$ cat config.mk
export PLATFORM = sky130hd
export DESIGN_NAME = video_top
export DESIGN_NICKNAME = d
export VERILOG_FILES = /design/src/common/video_pkg.sv /design/src/common/lcd_regs_if.sv /design/src/common/lcd_timing_if.sv /design/src/bg_fetcher/bg_fetcher.sv /design/src/lcd_mode_fsm.sv /design/src/lcd_regs.sv /design/src/lcd_timer.sv /design/src/video_top.sv
export SDC_FILE = /design/constraint.sdc
export NUM_CORES = 1
export LEC_CHECK = 0
export ABC_CLOCK_PERIOD_IN_PS = 2100
export BUFFER_PORTS_ARGS = -buffer_cell sky130_fd_sc_hd__buf_2
export CAP_MARGIN = 20
export CORE_AREA = 2 2 112 114
export DETAILED_ROUTE_END_ITERATION = 16
export DIE_AREA = 0 0 114 116
export GPL_TIMING_DRIVEN = 1
export PLACE_DENSITY = 0.79
export SETUP_SLACK_MARGIN = 0.3
export SYNTH_ARGS = -nofsm -noshare
export SYNTH_HDL_FRONTEND = slang
export SYNTH_SLANG_ARGS = --single-unit
export TNS_END_PERCENT = 30
$ cat constraint.sdc
create_clock -name clk_reg -period 2.1 [get_ports clk_reg]
set_input_delay 0.105 -clock clk_reg [delete_from_list [all_inputs] [get_ports clk_reg]]
set_output_delay 0.105 -clock clk_reg [all_outputs]
set_load 0.05 [all_outputs]
$ cat src/common/video_pkg.sv
// shared constants and types for the background video path
package video_pkg;

	// ----------------------------------------------------------
	// line and frame timing
	// ----------------------------------------------------------

	// cycles in one line, counter runs 0..455
	localparam logic [8:0] LINE_CYCLES = 9'd456;
	// lines in one frame, including vblank
	localparam logic [7:0] FRAME_LINES = 8'd154;
	// lines that carry pixels
	localparam logic [7:0] VISIBLE_LINES = 8'd144;
	// pixels per visible line
	localparam logic [7:0] SCREEN_WIDTH = 8'd160;
	// oam search at the start of each visible line
	localparam logic [8:0] OAM_CYCLES = 9'd80;
	// fixed draw length, no extra stretch for scrolling
	localparam logic [8:0] DRAW_CYCLES = 9'd176;
	// scroll registers get sampled here, just before draw
	localparam logic [8:0] SCROLL_LATCH_CYCLE = 9'd78;
	// one tile more than the screen width covers fine scroll
	localparam logic [4:0] FETCH_TILES = 5'd21;

	// ----------------------------------------------------------
	// vram layout, word offsets inside the 8 KB video ram
	// ----------------------------------------------------------
	localparam logic [12:0] MAP0_BASE = 13'h1800;
	localparam logic [12:0] MAP1_BASE = 13'h1C00;

	// lcd modes, values match the two low bits of STAT
	typedef enum logic [1:0] {
		MODE_HBLANK = 2'd0,
		MODE_VBLANK = 2'd1,
		MODE_OAM    = 2'd2,
		MODE_DRAW   = 2'd3
	} lcd_mode_e;

	// cpu register offsets in the ff00 page
	typedef enum logic [7:0] {
		REG_LCDC = 8'h40,
		REG_STAT = 8'h41,
		REG_SCY  = 8'h42,
		REG_SCX  = 8'h43,
		REG_LY   = 8'h44,
		REG_LYC  = 8'h45,
		REG_BGP  = 8'h47
	} reg_addr_e;

endpackage

$ cat src/common/lcd_regs_if.sv
`timescale 1ns/1ps

// control register values fanned out from the register file
interface lcd_regs_if;

	// display control
	logic [7:0] lcdc;
	// interrupt enables in bits 6..3
	logic [7:0] stat;
	// background scroll
	logic [7:0] scx;
	logic [7:0] scy;
	// line compare value
	logic [7:0] lyc;
	// background palette
	logic [7:0] bgp;
	// single cycle strobe after a LYC write
	logic lyc_written;

	modport regs (
		output lcdc, output stat, output scx, output scy,
		output lyc, output bgp, output lyc_written
	);

	modport user (
		input lcdc, input stat, input scx, input scy,
		input lyc, input bgp, input lyc_written
	);

endinterface

$ cat src/common/lcd_timing_if.sv
`timescale 1ns/1ps

// line and frame counters shared by all timing consumers
interface lcd_timing_if;

	// cycle within the line, 0..455
	logic [8:0] h_cnt;
	// line within the frame, doubles as LY
	logic [7:0] v_cnt;
	// last cycle of a line
	logic line_end;
	// last cycle of the last line
	logic frame_end;

	modport timer (output h_cnt, output v_cnt, output line_end, output frame_end);

	modport consumer (input h_cnt, input v_cnt, input line_end, input frame_end);

endinterface

$ cat src/bg_fetcher/bg_fetcher.sv
`timescale 1ns/1ps

// background tile fetcher and pixel output
module bg_fetcher import video_pkg::*; (
	input  logic clk_reg,
	input  logic reset,
	lcd_timing_if.consumer tim,
	lcd_regs_if.user regs,
	input  lcd_mode_e mode,
	output logic vram_rd,
	output logic [12:0] vram_addr,
	input  logic [7:0] vram_data,
	output logic lcd_clkena,
	output logic [1:0] lcd_data
);

	// cycle count inside draw, 0..175
	logic [7:0] fcnt;
	// scroll values held for the whole line
	logic [7:0] scx_r;
	logic [7:0] scy_r;
	// fetched tile index and bit planes
	logic [7:0] tile_idx;
	logic [7:0] data_lo;
	logic [7:0] data_hi;
	// pixel shifters, msb leaves first
	logic [7:0] shift_lo;
	logic [7:0] shift_hi;

	wire draw_act = (mode == MODE_DRAW);
	// 8 cycle tile step made of four 2 cycle slots
	wire [4:0] tile_cnt = fcnt[7:3];
	wire [1:0] slot = fcnt[2:1];
	wire fetch_on = draw_act && (tile_cnt < FETCH_TILES);

	// ----------------------------------------------------------
	// vram addressing
	// ----------------------------------------------------------

	// background row seen on this screen line
	wire [7:0] bg_line = tim.v_cnt + scy_r;
	// map column wraps at 32 tiles
	wire [4:0] map_col = scx_r[7:3] + tile_cnt;
	wire [12:0] map_base = regs.lcdc[3] ? MAP1_BASE : MAP0_BASE;
	wire [12:0] map_addr = map_base + {3'b000, bg_line[7:3], map_col};
	// signed layout around 1000h when lcdc bit 4 is clear
	wire tile_a12 = regs.lcdc[4] ? 1'b0 : ~tile_idx[7];
	wire [11:0] row_addr = {tile_a12, tile_idx, bg_line[2:0]};

	always_comb begin
		case (slot)
			2'd0:    vram_addr = map_addr;
			2'd1:    vram_addr = {row_addr, 1'b0};
			default: vram_addr = {row_addr, 1'b1};
		endcase
	end

	// slot 3 loads the shifters and needs no memory
	assign vram_rd = fetch_on && (slot != 2'd3);

	// ----------------------------------------------------------
	// sequencing
	// ----------------------------------------------------------
	always_ff @(posedge clk_reg) begin
		if (reset)
			fcnt <= '0;
		else if (draw_act)
			fcnt <= fcnt + 8'd1;
		else
			fcnt <= '0;
	end

	// latch scroll shortly before draw starts
	always_ff @(posedge clk_reg) begin
		if (tim.h_cnt == SCROLL_LATCH_CYCLE) begin
			scx_r <= regs.scx;
			scy_r <= regs.scy;
		end
	end

	// memory answers one cycle late, so sample in the second slot cycle
	always_ff @(posedge clk_reg) begin
		if (fetch_on && fcnt[0]) begin
			case (slot)
				2'd0:    tile_idx <= vram_data;
				2'd1:    data_lo <= vram_data;
				2'd2:    data_hi <= vram_data;
				default: ;
			endcase
		end
	end

	// reload exactly when the previous tile has shifted out
	always_ff @(posedge clk_reg) begin
		if (fetch_on && (fcnt[2:0] == 3'd7)) begin
			shift_lo <= data_lo;
			shift_hi <= data_hi;
		end else begin
			shift_lo <= {shift_lo[6:0], 1'b0};
			shift_hi <= {shift_hi[6:0], 1'b0};
		end
	end

	// ----------------------------------------------------------
	// pixel output
	// ----------------------------------------------------------

	// pixels of the first tile leave from cycle 8, fine scroll drops the first few
	wire [7:0] first_pix = 8'd8 + {5'd0, scx_r[2:0]};
	wire emit = draw_act && (fcnt >= first_pix) && (fcnt < first_pix + SCREEN_WIDTH);
	wire [1:0] colour = {shift_hi[7], shift_lo[7]};
	// background disabled gives the lightest shade
	wire [1:0] shade = regs.lcdc[0] ? regs.bgp[{colour, 1'b0} +: 2] : 2'b00;

	always_ff @(posedge clk_reg) begin
		if (reset)
			lcd_clkena <= 1'b0;
		else
			lcd_clkena <= emit;
	end

	always_ff @(posedge clk_reg) begin
		lcd_data <= shade;
	end

endmodule

$ cat src/lcd_mode_fsm.sv
`timescale 1ns/1ps

// lcd mode sequencing and STAT / vblank interrupt generation
module lcd_mode_fsm import video_pkg::*; (
	input  logic clk_reg,
	input  logic reset,
	input  logic lcd_on,
	lcd_timing_if.consumer tim,
	lcd_regs_if.user regs,
	output lcd_mode_e mode,
	output logic irq,
	output logic vblank_irq
);

	lcd_mode_e next_mode;

	// high in cycle 0 of line 0, after a frame wrap
	logic frame_wrap;

	// LY against LYC
	wire lyc_match = (tim.v_cnt == regs.lyc);

	// ----------------------------------------------------------
	// mode state machine
	// ----------------------------------------------------------

	// mode lands one cycle after the counter milestone
	always_comb begin
		next_mode = mode;
		if (!lcd_on) begin
			next_mode = MODE_HBLANK;
		end else begin
			case (mode)
				MODE_HBLANK: begin
					// new line starts with oam search or with vblank
					if (tim.h_cnt == 9'd0)
						next_mode = (tim.v_cnt < VISIBLE_LINES) ? MODE_OAM : MODE_VBLANK;
				end
				MODE_OAM: begin
					if (tim.h_cnt == OAM_CYCLES)
						next_mode = MODE_DRAW;
				end
				MODE_DRAW: begin
					// fixed draw length
					if (tim.h_cnt == OAM_CYCLES + DRAW_CYCLES)
						next_mode = MODE_HBLANK;
				end
				MODE_VBLANK: begin
					// leave vblank only when line 0 begins
					if (frame_wrap)
						next_mode = MODE_OAM;
				end
				default: next_mode = MODE_HBLANK;
			endcase
		end
	end

	always_ff @(posedge clk_reg) begin
		if (reset) begin
			mode       <= MODE_HBLANK;
			frame_wrap <= 1'b0;
		end else begin
			mode       <= next_mode;
			frame_wrap <= tim.frame_end;
		end
	end

	// ----------------------------------------------------------
	// interrupts
	// ----------------------------------------------------------

	// compare hit at line start, or a LYC write that matches the current line
	wire lyc_hit = regs.stat[6] && lyc_match && ((tim.h_cnt == 9'd0) || regs.lyc_written);
	// mode entry sources
	wire oam_hit = regs.stat[5] && (next_mode == MODE_OAM) && (mode != MODE_OAM);
	wire vbl_hit = regs.stat[4] && (next_mode == MODE_VBLANK) && (mode != MODE_VBLANK);
	// hblank entry only counts when coming out of draw
	wire hbl_hit = regs.stat[3] && (next_mode == MODE_HBLANK) && (mode == MODE_DRAW);

	always_ff @(posedge clk_reg) begin
		if (reset) begin
			irq        <= 1'b0;
			vblank_irq <= 1'b0;
		end else begin
			// sources in back to back cycles merge into one pulse
			irq <= lcd_on && !irq && (lyc_hit || oam_hit || vbl_hit || hbl_hit);
			// end of the last visible line, once per frame
			vblank_irq <= tim.line_end && (tim.v_cnt == VISIBLE_LINES - 8'd1);
		end
	end

endmodule

$ cat src/lcd_regs.sv
`timescale 1ns/1ps

// cpu visible lcd registers
module lcd_regs import video_pkg::*; (
	input  logic clk_reg,
	input  logic reset,
	input  logic cpu_sel,
	input  logic [7:0] cpu_addr,
	input  logic cpu_wr,
	input  logic [7:0] cpu_di,
	output logic [7:0] cpu_do,
	lcd_timing_if.consumer tim,
	input  lcd_mode_e mode,
	lcd_regs_if.regs regs,
	output logic lcd_on
);

	logic [7:0] lcdc;
	logic [7:0] stat;
	logic [7:0] scy;
	logic [7:0] scx;
	logic [7:0] lyc;
	logic [7:0] bgp;
	logic lyc_written;

	// decoded register offset
	reg_addr_e addr;

	assign addr = reg_addr_e'(cpu_addr);

	// LY equals LYC, reported in STAT bit 2
	wire lyc_match = (tim.v_cnt == lyc);

	// ----------------------------------------------------------
	// write side
	// ----------------------------------------------------------
	always_ff @(posedge clk_reg) begin
		if (reset) begin
			// display comes up switched off
			lcdc        <= 8'h00;
			stat        <= 8'h00;
			scy         <= 8'h00;
			scx         <= 8'h00;
			lyc         <= 8'h00;
			// palette default maps colours 1..3 to darker shades
			bgp         <= 8'hfc;
			lyc_written <= 1'b0;
		end else begin
			lyc_written <= 1'b0;
			if (cpu_sel && cpu_wr) begin
				case (addr)
					REG_LCDC: lcdc <= cpu_di;
					// only the interrupt enables are writable
					REG_STAT: stat <= {1'b0, cpu_di[6:3], 3'b000};
					REG_SCY:  scy <= cpu_di;
					REG_SCX:  scx <= cpu_di;
					REG_LYC: begin
						lyc         <= cpu_di;
						lyc_written <= 1'b1;
					end
					REG_BGP:  bgp <= cpu_di;
					// LY follows the line counter and ignores writes
					default: ;
				endcase
			end
		end
	end

	// ----------------------------------------------------------
	// read side
	// ----------------------------------------------------------
	always_comb begin
		case (addr)
			REG_LCDC: cpu_do = lcdc;
			// bit 7 always reads as one
			REG_STAT: cpu_do = {1'b1, stat[6:3], lyc_match, mode};
			REG_SCY:  cpu_do = scy;
			REG_SCX:  cpu_do = scx;
			REG_LY:   cpu_do = tim.v_cnt;
			REG_LYC:  cpu_do = lyc;
			REG_BGP:  cpu_do = bgp;
			// open bus
			default:  cpu_do = 8'hff;
		endcase
	end

	// fan out to the fetcher and mode machine
	assign regs.lcdc        = lcdc;
	assign regs.stat        = stat;
	assign regs.scx         = scx;
	assign regs.scy         = scy;
	assign regs.lyc         = lyc;
	assign regs.bgp         = bgp;
	assign regs.lyc_written = lyc_written;

	// master display enable
	assign lcd_on = lcdc[7];

endmodule

$ cat src/lcd_timer.sv
`timescale 1ns/1ps

// horizontal and vertical position counters
module lcd_timer import video_pkg::*; (
	input  logic clk_reg,
	input  logic reset,
	input  logic lcd_on,
	lcd_timing_if.timer tim
);

	logic [8:0] h_cnt;
	logic [7:0] v_cnt;

	// last cycle of the current line
	wire last_cycle = (h_cnt == LINE_CYCLES - 9'd1);
	// last line of the frame
	wire last_line = (v_cnt == FRAME_LINES - 8'd1);

	always_ff @(posedge clk_reg) begin
		if (reset || !lcd_on) begin
			// display off parks both counters at the top left
			h_cnt <= '0;
			v_cnt <= '0;
		end else if (last_cycle) begin
			h_cnt <= '0;
			// wrap to line 0 after the last vblank line
			if (last_line)
				v_cnt <= '0;
			else
				v_cnt <= v_cnt + 8'd1;
		end else begin
			h_cnt <= h_cnt + 9'd1;
		end
	end

	assign tim.h_cnt = h_cnt;
	assign tim.v_cnt = v_cnt;

	// strobes stay quiet while the counters are parked
	assign tim.line_end  = lcd_on && last_cycle;
	assign tim.frame_end = lcd_on && last_cycle && last_line;

endmodule

$ cat src/video_top.sv
`timescale 1ns/1ps

// background video path top level
module video_top import video_pkg::*; (
	input  logic clk_reg,
	input  logic reset,

	// cpu register bus
	input  logic cpu_sel,
	input  logic [7:0] cpu_addr,
	input  logic cpu_wr,
	input  logic [7:0] cpu_di,
	output logic [7:0] cpu_do,

	// lcd side
	output logic lcd_on,
	output logic lcd_clkena,
	output logic [1:0] lcd_data,
	output logic irq,
	output logic vblank_irq,
	output logic [1:0] mode,

	// video ram
	output logic vram_rd,
	output logic [12:0] vram_addr,
	input  logic [7:0] vram_data
);

	lcd_timing_if tim_if ();
	lcd_regs_if regs_if ();

	lcd_mode_e lcd_mode;

	assign mode = lcd_mode;

	lcd_timer u_timer (
		.clk_reg (clk_reg),
		.reset   (reset),
		.lcd_on  (lcd_on),
		.tim     (tim_if.timer)
	);

	lcd_mode_fsm u_mode (
		.clk_reg    (clk_reg),
		.reset      (reset),
		.lcd_on     (lcd_on),
		.tim        (tim_if.consumer),
		.regs       (regs_if.user),
		.mode       (lcd_mode),
		.irq        (irq),
		.vblank_irq (vblank_irq)
	);

	lcd_regs u_regs (
		.clk_reg  (clk_reg),
		.reset    (reset),
		.cpu_sel  (cpu_sel),
		.cpu_addr (cpu_addr),
		.cpu_wr   (cpu_wr),
		.cpu_di   (cpu_di),
		.cpu_do   (cpu_do),
		.tim      (tim_if.consumer),
		.mode     (lcd_mode),
		.regs     (regs_if.regs),
		.lcd_on   (lcd_on)
	);

	bg_fetcher u_fetch (
		.clk_reg    (clk_reg),
		.reset      (reset),
		.tim        (tim_if.consumer),
		.regs       (regs_if.user),
		.mode       (lcd_mode),
		.vram_rd    (vram_rd),
		.vram_addr  (vram_addr),
		.vram_data  (vram_data),
		.lcd_clkena (lcd_clkena),
		.lcd_data   (lcd_data)
	);

endmodule

* After elaboration in Yosys (flattened, before gate mapping)
Cells that the tools add are included.
Cells by class: bitwise logic cells 3, equal/unequal tests 25, reduce and logical (&&, ||, !) cells 43, magnitude comparators 4, shift operators 1, add/sub/neg operators 8, muxes and demuxes 15
Operators by type and width (count):
- 8-bit by 7-bit equality test with 1-bit output (second input constant) | 7
- 8-bit one-hot mux with 7 select lines | 1
- 13-bit one-hot mux with 2 select lines | 1
- 8-bit 2-to-1 mux | 3
- 1-bit logical AND | 20
- 9-bit by 7-bit equality test with 1-bit output (second input constant) | 2
- 9-bit equality test (second input constant) | 2
- 2-bit AND reduction | 9
- 8-bit by 1-bit adder with 8-bit output (second input constant) | 2
- 8-bit equality test (second input constant) | 2
- 13-bit by 10-bit adder with 13-bit output | 1
- 2-bit 2-to-1 mux | 6
- 11-bit 2-to-1 mux | 1
- 9-bit by 1-bit adder with 9-bit output (second input constant) | 1
- 9-bit logical NOT | 1
- 8-bit adder | 1
- 8-bit adder (second input constant) | 1
- 2-bit equality test (second input constant) | 4
- 8-bit equality test | 1
- 8-bit greater-or-equal comparator | 1
- 8-bit less-than comparator | 1
- 8-bit less-than comparator (second input constant) | 1
- 2-bit one-hot mux with 4 select lines | 1
- 8-bit by 4-bit variable part select with 2-bit output | 1
- other kinds (13) | 28
Word-level totals: logic and storage cells 124, input bits 28, flip-flop bits (word level) 134

* Longest topological paths before layout
Gate-level depths: netlist of run 1.
depth in word-level cells 12, mapped depth 7

* Modules after synthesis
From an unflattened synthesis of run 1, not the netlist that was laid out.
Unflattened totals: cells, all modules 617, area total of the unflattened synthesis 6556.3 sq um
By module, submodules not included:
- bg_fetcher | cells each 224, instances 1, area an instance 2944.1 sq um
- lcd_regs | cells each 245, instances 1, area an instance 2301.0 sq um
- lcd_timer | cells each 90, instances 1, area an instance 819.5 sq um
- lcd_mode_fsm | cells each 58, instances 1, area an instance 491.7 sq um

* Worst setup path before layout of run 1
No wires, ideal clock.
path type register to register, start reg u_mode.mode[0], end reg u_fetch.data_hi[0] (enable), buffers on the path 1, period minus slack after synthesis 2.447 ns, arrival 2.061 ns, cell stages (with the launch flop) 6, library setup time 0.385 ns, path slack -0.347 ns, cell sequence dfxtp_1 clkbuf_1 nand2_1 a21oi_1 nand2_1 nor3b_1
On the way: longest elaborated chain between the ends 4
RTL lines:
- start: declaration | RTL line lcd_mode_fsm.sv:10 | output lcd_mode_e mode,
- start signal: assignment | RTL line lcd_mode_fsm.sv:63 | mode <= next_mode;
- 2-bit equality test | RTL line bg_fetcher.sv:30 | wire draw_act = (mode == MODE_DRAW);
- 1-bit logical AND | RTL line bg_fetcher.sv:34 | wire fetch_on = draw_act && (tile_cnt < FETCH_TILES);
- 1-bit logical AND | RTL line bg_fetcher.sv:83 | if (fetch_on && fcnt[0]) begin
- 2-bit AND reduction (no source line)
- end signal: assignment | RTL line bg_fetcher.sv:87 | 2'd2: data_hi <= vram_data;
- end: declaration | RTL line bg_fetcher.sv:25 | logic [7:0] data_hi;
Every way passes these cells. A chain may end at the register's enable or synchronous reset.

* Final worst setup path of run 1
start reg u_fetch.scy_r[0], end out vram_addr[8]
On the way: longest elaborated chain between the ends 3
RTL lines:
- start: declaration | RTL line bg_fetcher.sv:21 | logic [7:0] scy_r;
- start signal: assignment | RTL line bg_fetcher.sv:77 | scy_r <= regs.scy;
- 8-bit adder | RTL line bg_fetcher.sv:41 | wire [7:0] bg_line = tim.v_cnt + scy_r;
- 13-bit by 10-bit adder with 13-bit output | RTL line bg_fetcher.sv:45 | wire [12:0] map_addr = map_base + {3'b000, bg_line[7:3], map_col};
- 13-bit one-hot mux with 2 select lines | RTL line bg_fetcher.sv:51 | case (slot)
- end: declaration | RTL line video_top.sv:25 | output logic [12:0] vram_addr,
Every way passes these cells.

==> run summary, run 1 <==
worst-margin pin slew = 0.669 ns
RSZ-0062 raised after global routing = yes
overall power = 0.00565 W
Slowest-stage cell, CP = edfxtp_1
Final GP Congestion = 0.940
Ports = 58
Worst Path Arrival = 2.22 ns
DP HPWL = 11000 um
share of total power in the clock network = 49.9%
DRT antenna net count = 0
PwrDens = 688 nW/um2
Initial Util = 53.2%
CTS tree = done
Bufs on Longest Clock Path = 2
number of buffers added on ports = 57
GRT overflow = 0
initial drt markers = 531
CP Launch Type = flip-flop
Post-synth EDFFs = 40
Sw Share = 21.5%
first-pass GRT wire length = 25400 um
Layout Skew = 0.00974 ns
Worst EP required = 2.00 ns
sequential element share of the synthesized area = 48.6%
Vias per Instance = 5.90
CP endpoint kind = output port
DR pass1 iterations = 5
Hold WS = 0.0292 ns
HP Class = in2reg
CP Cell Sequence = ha_2 > fa_2 > a21o_1 > a21oi_2 > o21bai_1 > o211ai_1 > buf_4
die height = 116 um
Clock Sink Count = 134
P_int = 0.00444 W
Hold Vio Cnt, Final = 0
Combinational Power Share = 3.3%
clk root buf = clkbuf_16
Reg clk slew, reported paths = 0.06 ns
final WL = 16700 um
fmax = 429 MHz
final setup fails = 7
nets@finish = 760
worst-path fanout max = 2
fin util = 69.0%
worst skew pair latency = 0.42 ns
Synth Warn # = 0
H-Tree Depth = 4
initial antenna violation count = 0
Lkg Pwr = 3.09 nW
VDD IR max = 539 uV
synthesized area = 6340 um2
Placeable Area = 11900 um2
setup TNS = -1.03 ns
fin. max-slew vios = 0
Net Sw Power = 0.00122 W
largest net degree at the start of global routing = 46
slowest stage delay, CP = 0.38 ns
GRT Total Usage = 25.1%
syn_area_per_cell = 10.3 um2
Die W = 114 um
synth-to-layout area growth = 29.6%
Yosys reg bits = 134
die area = 13200 um2
Synth cell types = 61
vias in the first global route = 5062
Mapped Nets = 664
Seq pwr share = 46.8%
# diodes = 0
final period utilization = 111%
violated checks = setup timing
post-synthesis instance total = 613
routed length per instance = 19.2 um
Remaining DRCs = 0
site row count = 40
Main synth FF type = dfxtp_1
Num CTS Buffers = 17
Max-Cap Viols = 0
outcome = finished with violations
share of cells above drive strength 1 = 30.5%
Slew HR = 54.8%
asr flop ratio synth = 0%
setup ws final = -0.230 ns
Crit Path Class = reg2out
min Tclk post-route = 2.33 ns
via count = 5130
-- power groups by stage --
stage               Combinational, W  Clock, W  Sequential [W]
finish                      0.000185   0.00282         0.00265
global route                0.000196   0.00297         0.00265
CTS                         0.000176   0.00285         0.00265
detailed placement          0.000157         0         0.00271
global placement            0.000154         0         0.00271
floorplan                  0.0000869         0         0.00271
-- final timing paths --
| check | start | to | slack, ns | depth (start not counted) |
|---|---|---|---|---|
| min reg2reg | u_fetch.shift_hi[3] | u_fetch.shift_hi[4] | 0.45 | 1 |
| max | u_fetch.scy_r[0] | vram_addr[8] | -0.23 | 7 |
| max reg2reg | u_timer.tim.h_cnt[1] | u_mode.irq | 0.29 | 7 |
| min | cpu_di[7] | u_regs.regs.bgp[7] | 0.03 | 2 |
-- registers in the layout, summed over array words and instances, names as in the netlist, 2 cells and up --
signal,flops
u_timer.tim.h_cnt,9
u_fetch.data_hi,8
u_fetch.data_lo,8
u_fetch.fcnt,8
u_fetch.scx_r,8
u_fetch.scy_r,8
u_fetch.shift_hi,8
u_fetch.shift_lo,8
u_fetch.tile_idx,8
u_regs.regs.bgp,8
u_regs.regs.lcdc,8
u_regs.regs.lyc,8
u_regs.regs.scx,8
u_regs.regs.scy,8
u_timer.tim.v_cnt,8
u_regs.regs.stat,4
u_fetch.lcd_data,2
u_mode.mode,2
-- worst max-delay path: cells and delay by family (launching register included) --
family	cells	cell delay, ns
AO/OA/AOI/OAI	4	0.63
adder cells (fa/ha/maj)	2	0.54
flip-flops	1	0.38
buffers and inverters	1	0.24
-- synth_stat cells, types with 2 or more instances --
master     count  area share (%)
dfxtp_1       94              30
nor2_1        73             4.3
mux2i_1       42             6.6
nand2_1       41             2.4
edfxtp_1      40              19
clkbuf_1      25             1.5
xor2_1        23             3.2
a21oi_1       22             1.7
ha_1          21             4.1
inv_1         21             1.2
mux2_1        20             3.6
nand3_1       15             1.2
o21ai_1       15             1.2
o21ai_0       13             1.0
xnor2_1       10             1.4
nor3_1         9            0.71
nor2b_1        8            0.79
or3_1          8            0.79
a211o_1        6            0.83
a21o_1         6            0.71
and3_1         6            0.59
nand2b_1       6            0.59
nor4_1         6            0.59
and2_1         5            0.49
buf_2          5            0.39
nand4_1        5            0.49
nor3b_1        5            0.59
nor4_4         5             1.7
o211ai_1       5            0.59
a31oi_1        4            0.39
mux4_2         4             1.4
a21boi_0       3            0.36
a221oi_1       3            0.41
nand4b_1       3            0.41
o2111ai_1      3            0.41
o22ai_1        3            0.30
a21boi_1       2            0.24
fa_1           2            0.63
o41ai_1        2            0.28
or2_1          2            0.20
or3b_1         2            0.28
-- area by class of cell --
| type | count | area, um2 |
|---|---|---|
| Clock buffer | 21 | 440 |
| Clock inverter | 11 | 109 |
| Fill cell | 818 | 3700 |
| Inverter | 22 | 82.6 |
| Multi-Input combinational cell | 426 | 3450 |
| Sequential cell | 134 | 3120 |
| Tap cell | 147 | 184 |
| Timing Repair Buffer | 108 | 826 |
-- cell families (layout without fill, tap and decap cells) --
family / count (synthesis) / after routing / synth area share (%)
adders and majority gates: 23 / 23 / 4.78
AOI/OAI and AO/OA: 96 / 96 / 9.65
muxes: 66 / 66 / 11.6
DFF: 134 / 134 / 48.6
and+or+nand+nor: 208 / 208 / 17.5
buffers and inverters: 53 / 162 / 3.24
xor gates and xnor gates: 33 / 33 / 4.56
-- layer usage --
metal | track usage, % | share of wire, % | vias up
li1 | - | - | 2389
met1 | 30.5 | 41 | 2460
met2 | 42.2 | 49 | 242
met3 | 7.58 | 8.0 | 39
met4 | 9.76 | 2.8 | 0
met5 | 0 | 0 | -
-- cells in the final DEF, fill, tap and decap left out, types with 6 or more instances in the layout --
master / netlist / routed
a211o_1: 6 / 6
a21o_1: 6 / 6
a21oi_1: 22 / 17
and3_1: 6 / 6
buf_2: 5 / 38
buf_4: 0 / 39
buf_6: 0 / 20
clkbuf_16: 0 / 17
dfxtp_1: 94 / 75
dfxtp_2: 0 / 12
dfxtp_4: 0 / 7
dlygate4sd3_1: 0 / 8
edfxtp_1: 40 / 40
ha_1: 21 / 15
inv_1: 21 / 19
mux2_1: 20 / 16
mux2i_1: 42 / 42
nand2_1: 41 / 39
nand2b_1: 6 / 6
nand3_1: 15 / 13
nor2_1: 73 / 71
nor2b_1: 8 / 8
nor4_4: 5 / 7
o21ai_0: 13 / 13
o21ai_1: 15 / 8
or3_1: 8 / 7
xnor2_1: 10 / 8
xor2_1: 23 / 23
-- repair_timing --
item | CTS | global route
endpoints found under the setup margin | 42 | 62
endpoints found under the hold margin | 24 | 0
buffers inserted | 6 | 9
resized for setup | 66 | 60
pin swaps | 14 | 22
hold buffers | 8 | 0
-- through the flow --
step	setup slack [ns]	instance area, um2	std cells
after floorplan	-0.0888	6420	613
after global placement	0.0940	6980	814
after detailed placement	0.0854	6980	814
after CTS	-0.241	7870	860
after global routing	-0.294	8210	869
final	-0.230	8210	869
(Power assumes the default switching activity.)
==> run 2, diff against run 1 <==
--- a/config.mk
+++ b/config.mk
@@ -7,3 +7,3 @@
 export LEC_CHECK = 0
-export ABC_CLOCK_PERIOD_IN_PS = 2100
+export ABC_CLOCK_PERIOD_IN_PS = 2000
 export BUFFER_PORTS_ARGS = -buffer_cell sky130_fd_sc_hd__buf_2
==> constraint.sdc (replaced) <==
create_clock -name clk_reg -period 2 [get_ports clk_reg]
set_input_delay 0.3 -clock clk_reg [delete_from_list [all_inputs] [get_ports clk_reg]]
set_output_delay 0.3 -clock clk_reg [all_outputs]
set_load 0.05 [all_outputs]
==> run 2 against run 1 <==
Effect of this change: the flow still finishes with violations (setup timing); critical path type unchanged; clock-buffer cell count increased by 3; global-route usage increased by 2.2 points; sequential power grew 5%; largest cell class unchanged; design area up 7.9%; total power grew 5.9%; die area stayed put; hold slack gained 0.064 ns.
==> run summary, run 2 (synthesis gave the netlist of run 1 again) <==
GRT overflow = 0 (unchanged)
die height = 116 um (unchanged)
synth-to-layout area growth = 39.8%
min Tclk post-route = 2.57 ns
WHS Endpoint = u_fetch.data_lo[0]
VDD IR max = 472 uV (-13%)
# diodes = 0 (unchanged)
worst skew pair latency = 0.42 ns (about the same)
fin. max-slew vios = 0 (unchanged)
Crit Path Class = reg2out
nets@finish = 785 (+3.3%)
site row count = 40 (unchanged)
DRT antenna net count = 0 (unchanged)
delay-heaviest family, CP = compound AO/OA/AOI/OAI gates
violated checks = setup timing
initial antenna violation count = 0 (unchanged)
DR pass1 iterations = 5 (unchanged)
clk root buf = clkbuf_16
Reg-to-Reg Start = u_fetch.fcnt[3]
Initial Util = 53.2% (unchanged)
number of buffers added on ports = 57 (unchanged)
final std cells w/o fill = 894 (+2.9%)
Worst EP required = 1.70 ns (-0.30 ns)
overall power = 0.00599 W (+5.9%)
Num CTS Buffers = 17 (unchanged)
Layout Skew = 0.0129 ns (+0.00318 ns)
Reg clk slew, reported paths = 0.06 ns (about the same)
Lkg Pwr = 3.34 nW (+7.9%)
CP Launch Type = flip-flop
fmax = 390 MHz
Slew HR = 59.0% (+4.2 points)
Clock Sink Count = 134 (unchanged)
RSZ-0062 raised after global routing = yes
Placeable Area = 11900 um2 (unchanged)
first-pass GRT wire length = 27100 um (+6.5%)
Fill cells = 751 (-8.2%)
commonest cells after routing, fill and taps aside = dfxtp_1, nor2_1, buf_4
Slowest-stage cell, CP = edfxtp_1
vias in the first global route = 5183 (+2.4%)
Die W = 114 um (unchanged)
Worst Hold Path Cells = 1 (-1)
Reg with most FFs = u_timer.tim.h_cnt
initial drt markers = 618 (+16%)
via count = 5321 (+3.7%)
setup ws final = -0.566 ns (-0.336 ns)
final setup fails = 13 (+6)
Bufs on Longest Clock Path = 2 (unchanged)
Remaining DRCs = 0 (unchanged)
H-Tree Depth = 4 (unchanged)
HP Class = in2reg
outcome = finished with violations
slowest stage delay, CP = 0.42 ns (+0.04 ns)
WP buf/inv = 1 (unchanged)
final period utilization = 128%
worst-path fanout max = 2 (unchanged)
CTS tree = done
DP HPWL = 12000 um (+8.5%)
largest net degree at the start of global routing = 26 (-43%)
routed length per instance = 20.7 um (+7.7%)
Reg2Reg Capture Point = u_fetch.data_hi[6]
PwrDens = 675 nW/um2 (-1.9%)
Max-Cap Viols = 0 (unchanged)
most common cell after layout, fill and taps aside = dfxtp_1
Vias per Instance = 5.95 (+0.82%)
CP Cell Sequence = ha_4 > fa_2 > a21o_1 > a21oi_2 > o21bai_1 > o211ai_1 > buf_4
share of cells above drive strength 1 = 39.9% (+9.4 points)
die area = 13200 um2 (unchanged)
flop-to-flop setup slack = 0.14 ns (-0.15 ns)
HP Start = vram_data[0]
CP endpoint kind = output port
GRT Total Usage = 27.3% (+2.2 points)
Worst Reg-to-Reg Cells = 9 (+2)
max FFs per register = 9 (unchanged)
Worst Path Arrival = 2.27 ns (+0.05 ns)
Ports = 58 (unchanged)
Final GP Congestion = 0.934 (-0.61%)
final WL = 18500 um (+11%)
worst-margin pin slew = 0.607 ns (-0.0620 ns)
Hold Vio Cnt, Final = 0 (unchanged)
Placed Cells = 842 (+3.4%)
[run 2: worst max path at each step]
stage,start,to,slack (ns),cells after the start
finish,u_fetch.scy_r[0],vram_addr[8],-0.57,7
global route,u_fetch.scy_r[0],vram_addr[6],-0.67,8
CTS,u_fetch.scy_r[0],vram_addr[6],-0.51,8
detailed placement,u_fetch.scy_r[1],vram_addr[9],-0.25,7
global placement,u_fetch.scy_r[1],vram_addr[9],-0.20,7
floorplan,u_fetch.scy_r[0],vram_addr[8],-0.38,6
[run 2: power by group]
| group | switching [W] | internal (W) | total, W |
|---|---|---|---|
| logic | 0.000134 | 0.0000715 | 0.000206 |
| clock network | 0.00113 | 0.00188 | 0.00300 |
| registers | 0.000000763 | 0.00278 | 0.00278 |
| total | 0.00126 | 0.00472 | 0.00599 |
[run 2: worst reg2reg max path, stage by stage (launching register included)]
cell,delay [ns]
dfxtp_2,0.33
buf_6,0.13
o21ai_2,0.13
nand2b_1,0.10
a21oi_4,0.17
buf_4,0.13
buf_6,0.12
nand2_8,0.07
nor3b_4,0.24
buf_12,0.16
[run 2: through the flow]
step | area (um2) | utilization (%) | worst slack [ns] | hold slack (ns) | TNS, ns
after global placement | 7380 | 62.0 | -0.202 | 0.426 | -0.437
after detailed placement | 7380 | 62.0 | -0.249 | 0.432 | -0.736
after floorplan | 6550 | - | -0.384 | 0.399 | -1.04
after CTS | 8470 | 71.1 | -0.509 | 0.0706 | -4.14
after global routing | 8860 | 74.4 | -0.674 | 0.0716 | -5.27
final | 8860 | 74.4 | -0.566 | 0.0931 | -4.17
[run 2: area by class of cell]
class	instances	area [um2]	share of cell area, %
multi-input cells	426	3690	41.7
well taps	147	184	2.07
clock buffers	24	504	5.69
inverters	22	85.1	0.960
clock inverters	8	68.8	0.776
flip-flops and latches	134	3140	35.4
repair buffers	133	1190	13.4
[run 2: repair_timing]
item | CTS | global route
gates cloned | 0 | 2
endpoints found under the setup margin | 90 | 84
pin swaps | 35 | 35
hold endpoints to repair | 0 | 0
buffers inserted | 9 | 9
gates resized for setup | 119 | 81
hold buffers | 0 | 0
[run 2: per-layer routing]
metal / share of wire, % / global-route usage, %
met5: 0 / 0
met2: 51 / 46.7
met3: 6.0 / 6.69
met4: 3.5 / 12.1
met1: 40 / 32.9
